### src/source/sa_consts.svh
`ifndef SA_CONSTS_SVH
`define SA_CONSTS_SVH

////////////////////////////////////////////////////////////////////////////
// Data path widths
////////////////////////////////////////////////////////////////////////////
`define SA_DW 8                 // Pixel width
`define SA_WW 8                 // Weight width

////////////////////////////////////////////////////////////////////////////
// Array geometry and accumulation
////////////////////////////////////////////////////////////////////////////
`define SA_DIM 3                // Rows and columns of the PE grid
`define SA_MAX_DEPTH 16         // Most products folded into one tile

// Room for a full tile of full-scale products
`define SA_ACC_W (`SA_DW + `SA_WW + $clog2(`SA_MAX_DEPTH))

`define SA_IMPRECISE_PART 4     // Low bits handled by the OR part of the LOA

`endif

### src/source/sa_ctrl_pkg.sv
package sa_ctrl_pkg;

    // Accumulation core picked at run time
    typedef enum logic {
        ADD_ACCURATE = 1'b0,    // Exact carry-propagate sum
        ADD_LOA      = 1'b1     // Lower-part-OR approximate sum
    } adder_mode_e;

endpackage

### src/source/sa_types_pkg.sv
package sa_types_pkg;

`include "sa_consts.svh"

    // Operands as they enter the array
    typedef logic signed [`SA_DW-1:0] pixel_t;
    typedef logic signed [`SA_WW-1:0] weight_t;

    // Full-precision multiplier output
    typedef logic signed [`SA_DW+`SA_WW-1:0] product_t;

    typedef logic signed [`SA_ACC_W-1:0] acc_t;     // One PE accumulator

    // Left edge carries one pixel per row, top edge one weight per column
    typedef struct packed {
        pixel_t  [`SA_DIM-1:0] pixels;
        weight_t [`SA_DIM-1:0] weights;
    } edge_feed_t;

    // Whole result grid, first index is the row
    typedef acc_t [`SA_DIM-1:0][`SA_DIM-1:0] acc_grid_t;

endpackage

### src/source/accum_adder.sv
`timescale 1ns/1ps
`include "sa_consts.svh"

module accum_adder (
    input  sa_ctrl_pkg::adder_mode_e i_mode,
    input  sa_types_pkg::product_t   i_product,
    input  sa_types_pkg::acc_t       i_acc,
    output sa_types_pkg::acc_t       o_sum
);
    import sa_types_pkg::*;
    import sa_ctrl_pkg::*;

    localparam int LOW_W  = `SA_IMPRECISE_PART;
    localparam int HIGH_W = `SA_ACC_W - LOW_W;

    acc_t              product_ext;
    acc_t              exact_sum;
    logic [LOW_W-1:0]  low_or;
    logic              low_carry;
    logic [HIGH_W-1:0] high_sum;
    acc_t              loa_sum;

    // Signed cast widens with the product's sign bit
    assign product_ext = acc_t'(i_product);

    ////////////////////////////////////////////////////////////////////////
    // Accurate core
    ////////////////////////////////////////////////////////////////////////
    assign exact_sum = product_ext + i_acc;     // Wraps at the accumulator width

    ////////////////////////////////////////////////////////////////////////
    // Lower-part-OR core
    ////////////////////////////////////////////////////////////////////////

    // No carry chain through the low part
    assign low_or = product_ext[LOW_W-1:0] | i_acc[LOW_W-1:0];

    // Carry guess from the top bit of the low part
    assign low_carry = product_ext[LOW_W-1] & i_acc[LOW_W-1];

    assign high_sum = product_ext[`SA_ACC_W-1:LOW_W]
                    + i_acc[`SA_ACC_W-1:LOW_W]
                    + HIGH_W'(low_carry);

    assign loa_sum = {high_sum, low_or};

    // Mode select
    always_comb begin
        case (i_mode)
            ADD_LOA: o_sum = loa_sum;
            default: o_sum = exact_sum;
        endcase
    end

endmodule

### src/source/input_skew.sv
`timescale 1ns/1ps
`include "sa_consts.svh"

module input_skew (
    input  logic                     clk,
    input  logic                     rst_n,
    input  sa_types_pkg::edge_feed_t i_feed,
    output sa_types_pkg::edge_feed_t o_feed
);
    import sa_types_pkg::*;

    ////////////////////////////////////////////////////////////////////////
    // Triangular delay lines, lane n is n cycles deep
    ////////////////////////////////////////////////////////////////////////

    for (genvar lane = 0; lane < `SA_DIM; lane++) begin : g_lane
        if (lane == 0) begin : g_direct
            // Corner PE sees its operands straight away
            assign o_feed.pixels[lane]  = i_feed.pixels[lane];
            assign o_feed.weights[lane] = i_feed.weights[lane];
        end else begin : g_delay
            pixel_t  pix_sr [lane];     // Stage 0 is nearest the input
            weight_t wgt_sr [lane];

            always_ff @(posedge clk or negedge rst_n) begin
                if (!rst_n) begin
                    pix_sr <= '{default: '0};
                    wgt_sr <= '{default: '0};
                end else begin
                    pix_sr[0] <= i_feed.pixels[lane];
                    wgt_sr[0] <= i_feed.weights[lane];
                    for (int s = 1; s < lane; s++) begin
                        pix_sr[s] <= pix_sr[s-1];
                        wgt_sr[s] <= wgt_sr[s-1];
                    end
                end
            end

            // Tail of each line
            assign o_feed.pixels[lane]  = pix_sr[lane-1];
            assign o_feed.weights[lane] = wgt_sr[lane-1];
        end
    end

endmodule

### src/source/pe.sv
`timescale 1ns/1ps

module pe (
    input  logic                     clk,
    input  logic                     rst_n,
    input  logic                     i_clear,       // Zero the accumulator
    input  sa_ctrl_pkg::adder_mode_e i_adder_mode,
    input  sa_types_pkg::pixel_t     i_pixel,
    input  sa_types_pkg::weight_t    i_weight,
    output sa_types_pkg::pixel_t     o_pixel,       // To the PE on the right
    output sa_types_pkg::weight_t    o_weight,      // To the PE below
    output sa_types_pkg::acc_t       o_acc
);
    import sa_types_pkg::*;

    product_t product;
    acc_t     acc_q;
    acc_t     acc_next;

    ////////////////////////////////////////////////////////////////////////
    // Operand pass-through
    ////////////////////////////////////////////////////////////////////////

    // One cycle per hop keeps the wavefront aligned
    always_ff @(posedge clk or negedge rst_n) begin
        if (!rst_n) begin
            o_pixel  <= '0;
            o_weight <= '0;
        end else begin
            o_pixel  <= i_pixel;
            o_weight <= i_weight;
        end
    end

    ////////////////////////////////////////////////////////////////////////
    // Multiply-accumulate
    ////////////////////////////////////////////////////////////////////////

    // Both operands signed, so the product is two's complement
    assign product = i_pixel * i_weight;

    accum_adder u_accum_adder (
        .i_mode    (i_adder_mode),
        .i_product (product),
        .i_acc     (acc_q),
        .o_sum     (acc_next)
    );

    // Clear beats the new product on the same edge
    always_ff @(posedge clk or negedge rst_n) begin
        if (!rst_n) begin
            acc_q <= '0;
        end else if (i_clear) begin
            acc_q <= '0;
        end else begin
            acc_q <= acc_next;
        end
    end

    assign o_acc = acc_q;

endmodule

### src/source/systolic_array.sv
`timescale 1ns/1ps
`include "sa_consts.svh"

module systolic_array (
    input  logic                     clk,
    input  logic                     rst_n,
    input  logic                     i_clear,       // One-cycle tile start pulse
    input  sa_ctrl_pkg::adder_mode_e i_adder_mode,  // Held for a whole tile
    input  sa_types_pkg::edge_feed_t i_feed,
    output sa_types_pkg::acc_grid_t  o_acc
);
    import sa_types_pkg::*;

    edge_feed_t skewed;

    // Links between neighbours, indexed by the driving PE
    pixel_t  pix_link [`SA_DIM][`SA_DIM-1];    // Rightward hops
    weight_t wgt_link [`SA_DIM-1][`SA_DIM];    // Downward hops

    input_skew u_input_skew (
        .clk    (clk),
        .rst_n  (rst_n),
        .i_feed (i_feed),
        .o_feed (skewed)
    );

    ////////////////////////////////////////////////////////////////////////
    // PE grid
    ////////////////////////////////////////////////////////////////////////

    for (genvar r = 0; r < `SA_DIM; r++) begin : g_row
        for (genvar c = 0; c < `SA_DIM; c++) begin : g_col
            pixel_t  pix_in;
            weight_t wgt_in;

            // Left column takes the skewed pixels
            if (c == 0) begin : g_pix_edge
                assign pix_in = skewed.pixels[r];
            end else begin : g_pix_link
                assign pix_in = pix_link[r][c-1];
            end

            // Top row takes the skewed weights
            if (r == 0) begin : g_wgt_edge
                assign wgt_in = skewed.weights[c];
            end else begin : g_wgt_link
                assign wgt_in = wgt_link[r-1][c];
            end

            // Right column and bottom row drop their outgoing operands
            if (c < `SA_DIM-1 && r < `SA_DIM-1) begin : g_inner
                pe u_pe (
                    .clk, .rst_n, .i_clear, .i_adder_mode,
                    .i_pixel(pix_in), .i_weight(wgt_in),
                    .o_pixel(pix_link[r][c]), .o_weight(wgt_link[r][c]),
                    .o_acc(o_acc[r][c])
                );
            end else if (c < `SA_DIM-1) begin : g_bottom
                pe u_pe (
                    .clk, .rst_n, .i_clear, .i_adder_mode,
                    .i_pixel(pix_in), .i_weight(wgt_in),
                    .o_pixel(pix_link[r][c]), .o_weight(),
                    .o_acc(o_acc[r][c])
                );
            end else if (r < `SA_DIM-1) begin : g_right
                pe u_pe (
                    .clk, .rst_n, .i_clear, .i_adder_mode,
                    .i_pixel(pix_in), .i_weight(wgt_in),
                    .o_pixel(), .o_weight(wgt_link[r][c]),
                    .o_acc(o_acc[r][c])
                );
            end else begin : g_corner
                pe u_pe (
                    .clk, .rst_n, .i_clear, .i_adder_mode,
                    .i_pixel(pix_in), .i_weight(wgt_in),
                    .o_pixel(), .o_weight(),
                    .o_acc(o_acc[r][c])
                );
            end
        end
    end

endmodule

### config.mk
export PLATFORM = sky130hd
export DESIGN_NAME = systolic_array
export DESIGN_NICKNAME = d
export VERILOG_FILES = /design/src/source/sa_ctrl_pkg.sv /design/src/source/sa_types_pkg.sv /design/src/source/accum_adder.sv /design/src/source/input_skew.sv /design/src/source/pe.sv /design/src/source/systolic_array.sv
export VERILOG_INCLUDE_DIRS = /design/src /design/src/source
export SDC_FILE = /design/constraint.sdc
export NUM_CORES = 2
export LEC_CHECK = 0
export BUFFER_PORTS_ARGS = -buffer_cell sky130_fd_sc_hd__buf_2
export CAP_MARGIN = 25
export CORE_AREA = 2 2 266 268
export DETAILED_ROUTE_END_ITERATION = 16
export DIE_AREA = 0 0 268 270
export GPL_TIMING_DRIVEN = 0
export PLACE_DENSITY = 0.78
export SLEW_MARGIN = 20
export SYNTH_ARGS = -nofsm -noshare
export SYNTH_HDL_FRONTEND = slang
export SYNTH_SLANG_ARGS = --single-unit
### constraint.sdc
create_clock -name clk -period 6.51 [get_ports clk]
set_input_delay 0.3255 -clock clk [delete_from_list [all_inputs] [get_ports clk]]
set_output_delay 0.3255 -clock clk [all_outputs]
set_load 0.005 [all_outputs]
# Yosys cells after proc, flatten, opt, wreduce, memory -nomap -nowiden

Index checks and enable logic that the tools add are counted.

Input bits: 52
Register bits: 324
Logic and storage cells: 99
Output and inout bits: 180

$add $sub $neg: 27
Multipliers: 9
Mux-type cells: 18
Bitwise logic cells: 18

Operators with widths:

| operator                                     | number |
|---|---|
| 20-bit two-way mux                           | 18 |
| 16-bit by 20-bit adder with 20-bit output    | 9 |
| 16-bit by 1-bit adder with 16-bit output     | 9 |
| 16-bit adder                                 | 9 |
| 8-bit by 8-bit multiplier with 16-bit output | 9 |
| 4-bit OR                                     | 9 |
| 1-bit bitwise AND                            | 9 |

# Longest topological paths before layout

Depth in word-level cells: 5
Mapped depth: 26
Mapped depth without buffers: 26

# By module

A second synthesis with hierarchy kept.

Cell total of the unflattened synthesis: 4592
Area, all modules: 43893.3 um^2

By module, submodules not included:

| module                                   | seq. area each (um^2) | instances | area an instance (um^2) | cells each |
|---|---|---|---|---|
| pe at g_row[0].g_col[2].g_right.u_pe ... | 900.9                 | 6         | 3544.6                  | 342 |
| accum_adder                              | 0.0                   | 9         | 1164.9                  | 158 |
| pe at g_row[0].g_col[0].g_inner.u_pe ... | 900.9                 | 2         | 3565.9                  | 347 |
| pe at g_row[1].g_col[2].g_right.u_pe     | 900.9                 | 1         | 3568.4                  | 344 |
| input_skew                               | 1201.2                | 1         | 1441.4                  | 80 |

# Least setup slack after synthesis

OpenSTA, ideal clock, no wires.

Kind: reg-to-reg
From: register g_row[1].g_col[2].g_right.u_pe.o_weight[2]
To: register g_row[2].g_col[2].g_corner.u_pe.acc_q[19]
Required time: 6.431 ns
Clock period less this slack: 5.860 ns
Arrival: 5.781 ns
Stages on the path, launching flop included: 25
Setup slack: 0.650 ns
Library setup time: 0.079 ns
Buffers on the path: 0
Path through: dfrtp_1 > and2_1 > fa_1 > inv_1 > fa_1 > inv_1 > fa_1 > inv_1 > fa_1 > inv_1 > ha_1 > o21ai_0 > nor2_1 > o41ai_1 > o21ai_0 > or2_2 > xor2_1 > ha_1 > and4_1 > and2_1 > o31a_1 > o31a_1 > o21a_1 > or3_1 > mux2i_1

Cells in the longest elaborated chain, start to end: 5

RTL lines:

| what                                                     | line                                 | RTL |
|---|---|---|
| start: declaration                                       | pe.sv:11                             | `output sa_types_pkg::weight_t o_weight,` |
| start signal: assignment                                 | pe.sv:31                             | `o_weight <= i_weight;` |
| 8-bit by 8-bit multiplier with 16-bit output (*)         | pe.sv:40                             | `assign product = i_pixel * i_weight;` |
| 16-bit adder / 1-bit bitwise AND (equally long branches) | accum_adder.sv:41, accum_adder.sv:39 |  |
| 16-bit by 1-bit adder with 16-bit output                 | accum_adder.sv:41                    | `` assign high_sum = product_ext[`SA_ACC_W-1:LOW_W] `` |
| 20-bit two-way mux (*)                                   | accum_adder.sv:49                    | `case (i_mode)` |
| 20-bit two-way mux (*)                                   | pe.sv:53                             | `end else if (i_clear) begin` |
| end signal: assignment                                   | pe.sv:56                             | `acc_q <= acc_next;` |
| end: declaration                                         | pe.sv:17                             | `acc_t acc_q;` |

Every way passes the cells marked *; elsewhere a longest branch is shown, timed or not.

# Worst setup path in the final report

From: register g_row[1].g_col[2].g_right.u_pe.o_weight[4]
To: register g_row[2].g_col[2].g_corner.u_pe.acc_q[19]

Cells in the longest elaborated chain, start to end: 5

RTL lines:

| what                                             | line |
|---|---|
| 8-bit by 8-bit multiplier with 16-bit output (*) | pe.sv:40 |
| 16-bit adder                                     | accum_adder.sv:41 |
| 16-bit by 1-bit adder with 16-bit output         | accum_adder.sv:41 |
| 20-bit two-way mux (*)                           | accum_adder.sv:49 |
| 20-bit two-way mux (*)                           | pe.sv:53 |

Marked as above.

==> impl_metrics.ini <==
[drt]
drt-total-wl_mm = 103
drc_errors = 0
viasPerCell = 5.51
vias = 31500
firstDrtPassIters = 5
ant_nets = 0
routedWlPerCell_um = 18.0
drt_first_iter_violations = 1898

[place]
place.gp.congestion = 0.901
dpl-instance-area_sq_um = 43800
hpwl_mm = 80.0
port_buffers = 231
pre_cts_ws_ns = 0.0878

[timing]
setup_viol = 0
timing.fmax_mhz = 160
slew_viol_final = 0
finalCriticalPeriod_ns = 6.26
fin_hold_ws_ns = 0.255
hold_viol = 0
slew_headroom_pct = 23.7
clock_skew_ns = 0.0323
worstMarginPinSlew_ns = 1.14
finalCritPeriodShare_pct = 96.2
setup_slack_ns = 0.249
fin_tns_setup_ns = 0

[logic_synthesis]
syn_nets = 5453
synth_edf_count = 0
async_flop_share_pct = 100
ys_seq_area_share_pct = 19.6
yosys_warnings = 0
synth-main-ff-cell = dfrtp_1
synthCells = 4402
synth_cell_types = 69
netlist_area_sq_um = 41300
synth.ff_latch_count = 324
avgSynthCellArea_sq_um = 9.39

[global_route]
grt_overflow = 0
antenna_found_initial = 6
grt_start_max_net_pins = 97
grt_pass1_wl_mm = 167
grt_use_total_pct = 29.3
grt_pass1_vias = 32400

[clocking]
cts_buffers = 41
cts_buffer_depth = 3
clk_latency_ns = 0.59
htreeDepth = 2
clk_pin_slew_ns = 0.06
cts_tree = done
clock_sinks = 324
cts_root_buf = clkbuf_16

[critical_path]
critPathKind = reg2reg
crit_buf_inv = 4
r2r_slack_ns = 0.25
endpoint_kind = flop
critPathMaxStageDelay_ns = 0.52
slowest_stage = fa_1
critPathLaunchType = flop
crit_family = adder cells
arrival_ns = 6.77
cp.required_ns = 7.02
crit_fanout = 8

[die]
coreArea_sq_um = 69500
ios = 232
fp.dieH_um = 270
die_w_um = 268
initial_core_util_pct = 59.4
die_area_sq_um = 72400
placementRows = 97

[layout]
fin_nets = 5802
area_growth_pct = 11.4
final_common_cell = inv_1
layout_common_cells = 914 x inv_1, 521 x fa_1, 476 x ha_1
drive_above_1_share_pct = 9.28
design_area_sq_um = 46000

[hold_path]
hp-class = in2async

[outcome]
status = finished, final reports clean

[run]
maxCapViolCount = 0
synthesized netlist by cell type, types with 8 or more instances:
library cell | number | area [sq um]
inv_1 | 915 | 3430
fa_1 | 522 | 10500
ha_1 | 477 | 5970
and2_1 | 390 | 2440
dfrtp_1 | 324 | 8110
nor2_1 | 234 | 878
nand2_1 | 214 | 803
xnor2_1 | 179 | 1570
a21oi_1 | 162 | 811
o21ai_0 | 99 | 495
nor2b_1 | 94 | 588
xor2_1 | 81 | 709
nor3_1 | 79 | 395
a21o_1 | 67 | 503
nand2b_1 | 54 | 338
a211oi_1 | 52 | 390
nand3_1 | 45 | 225
mux2_2 | 35 | 394
o21a_1 | 29 | 218
clkbuf_1 | 28 | 105
o211ai_1 | 28 | 210
a31oi_1 | 27 | 169
or3_1 | 27 | 169
o21bai_1 | 26 | 195
and3_1 | 21 | 131
o31ai_1 | 19 | 143
nor4_1 | 13 | 81.3
nor3b_1 | 11 | 82.6
o311ai_0 | 11 | 96.3
nand3b_1 | 10 | 75.1
o31a_1 | 10 | 87.6
a211o_1 | 9 | 78.8
a311oi_1 | 9 | 78.8
nor4b_1 | 9 | 78.8
or2_2 | 9 | 56.3
nand4_1 | 8 | 50.1
cells by family (layout without fill, tap and decap cells):
kind of cell,after synthesis,in the layout,share of synthesized area (%)
buffers and inverters,951,1332,8.64
AO/OA/AOI/OAI,587,587,9.29
AND/OR/NAND/NOR,1233,1233,15.8
XOR/XNOR,265,265,5.78
other,0,1,0
multiplexers,43,43,1.15
adder cells (fa/ha/maj),999,999,39.7
flip-flops,324,324,19.6
final timing paths:
| check | from | endpoint | depth (start not counted) |
|---|---|---|---|
| setup / recovery | g_row[1].g_col[2].g_right.u_pe.o_weight[4]$_DFF_PN0_ | g_row[2].g_col[2].g_corner.u_pe.o_acc[19]$_DFF_PN0_ | 25 |
| hold / removal | rst_n | g_row[0].g_col[1].g_inner.u_pe.o_acc[14]$_DFF_PN0_ | 2 |
| setup reg to reg | g_row[1].g_col[2].g_right.u_pe.o_weight[4]$_DFF_PN0_ | g_row[2].g_col[2].g_corner.u_pe.o_acc[19]$_DFF_PN0_ | 25 |
| hold reg to reg | u_input_skew.g_lane[2].g_delay.pix_sr[12]$_DFF_PN0_ | u_input_skew.o_feed[44]$_DFF_PN0_ | 0 |
| max in group asynchronous | rst_n | g_row[2].g_col[0].g_bottom.u_pe.o_pixel[5]$_DFF_PN0_ | 4 |
| min in group clk | u_input_skew.g_lane[2].g_delay.pix_sr[12]$_DFF_PN0_ | u_input_skew.o_feed[44]$_DFF_PN0_ | 0 |
area by class of cell:
class	count	area, sq um
buffer	36	156
timing repair buffer	306	1940
antenna	1	2.50
inverter	915	3430
clock inverter	22	243
multi-input combinational	3127	29800
clock buffer	53	1160
tap	940	1180
fill	5497	23500
sequential	324	8130
what timing repair did:
action | 4_1_cts | 5_1_grt
buffers inserted | 0 | 21
endpoints found under the setup margin | 0 | 17
gates resized for setup | 0 | 50
hold buffers | 49 | 0
endpoints found under the hold margin | 105 | 0
state kept, by name (all words and copies together) (netlist names):
register and cells:
g_row.g_col.g_right.u_pe.o_weight 16, g_row.g_col.g_right.u_pe.o_acc 40, u_input_skew.o_feed 16, g_row.g_col.g_inner.u_pe.o_pixel 32
g_row.g_col.g_bottom.u_pe.o_acc 40, g_row.g_col.g_bottom.u_pe.o_pixel 16, u_input_skew.g_lane.g_delay.wgt_sr 16, u_input_skew.g_lane.g_delay.pix_sr 16
g_row.g_col.g_corner.u_pe.o_acc 20, g_row.g_col.g_inner.u_pe.o_weight 32, g_row.g_col.g_inner.u_pe.o_acc 80
routing by layer:
layer	GRT usage [%]	wire length [um]	part of all wire (%)
met1	37.1	41600	40
met2	49.4	50200	49
met3	4.88	6470	6.3
met4	12.7	4770	4.6
met5	0	0	0
metrics by stage:
| stage | util, % | cells |
|---|---|---|
| 4_1_cts | 65.7 | 5702 |
| 2_1_floorplan | - | 4402 |
| 3_5_place_dp | 63.0 | 5578 |
| 5_1_grt | 66.2 | 5723 |
| 6_report | 66.2 | 5724 |
| 3_3_place_gp | 62.8 | 5573 |
Power is not shown: default switching activity piles up to over one toggle a cycle in this logic, so the estimate is an artifact.
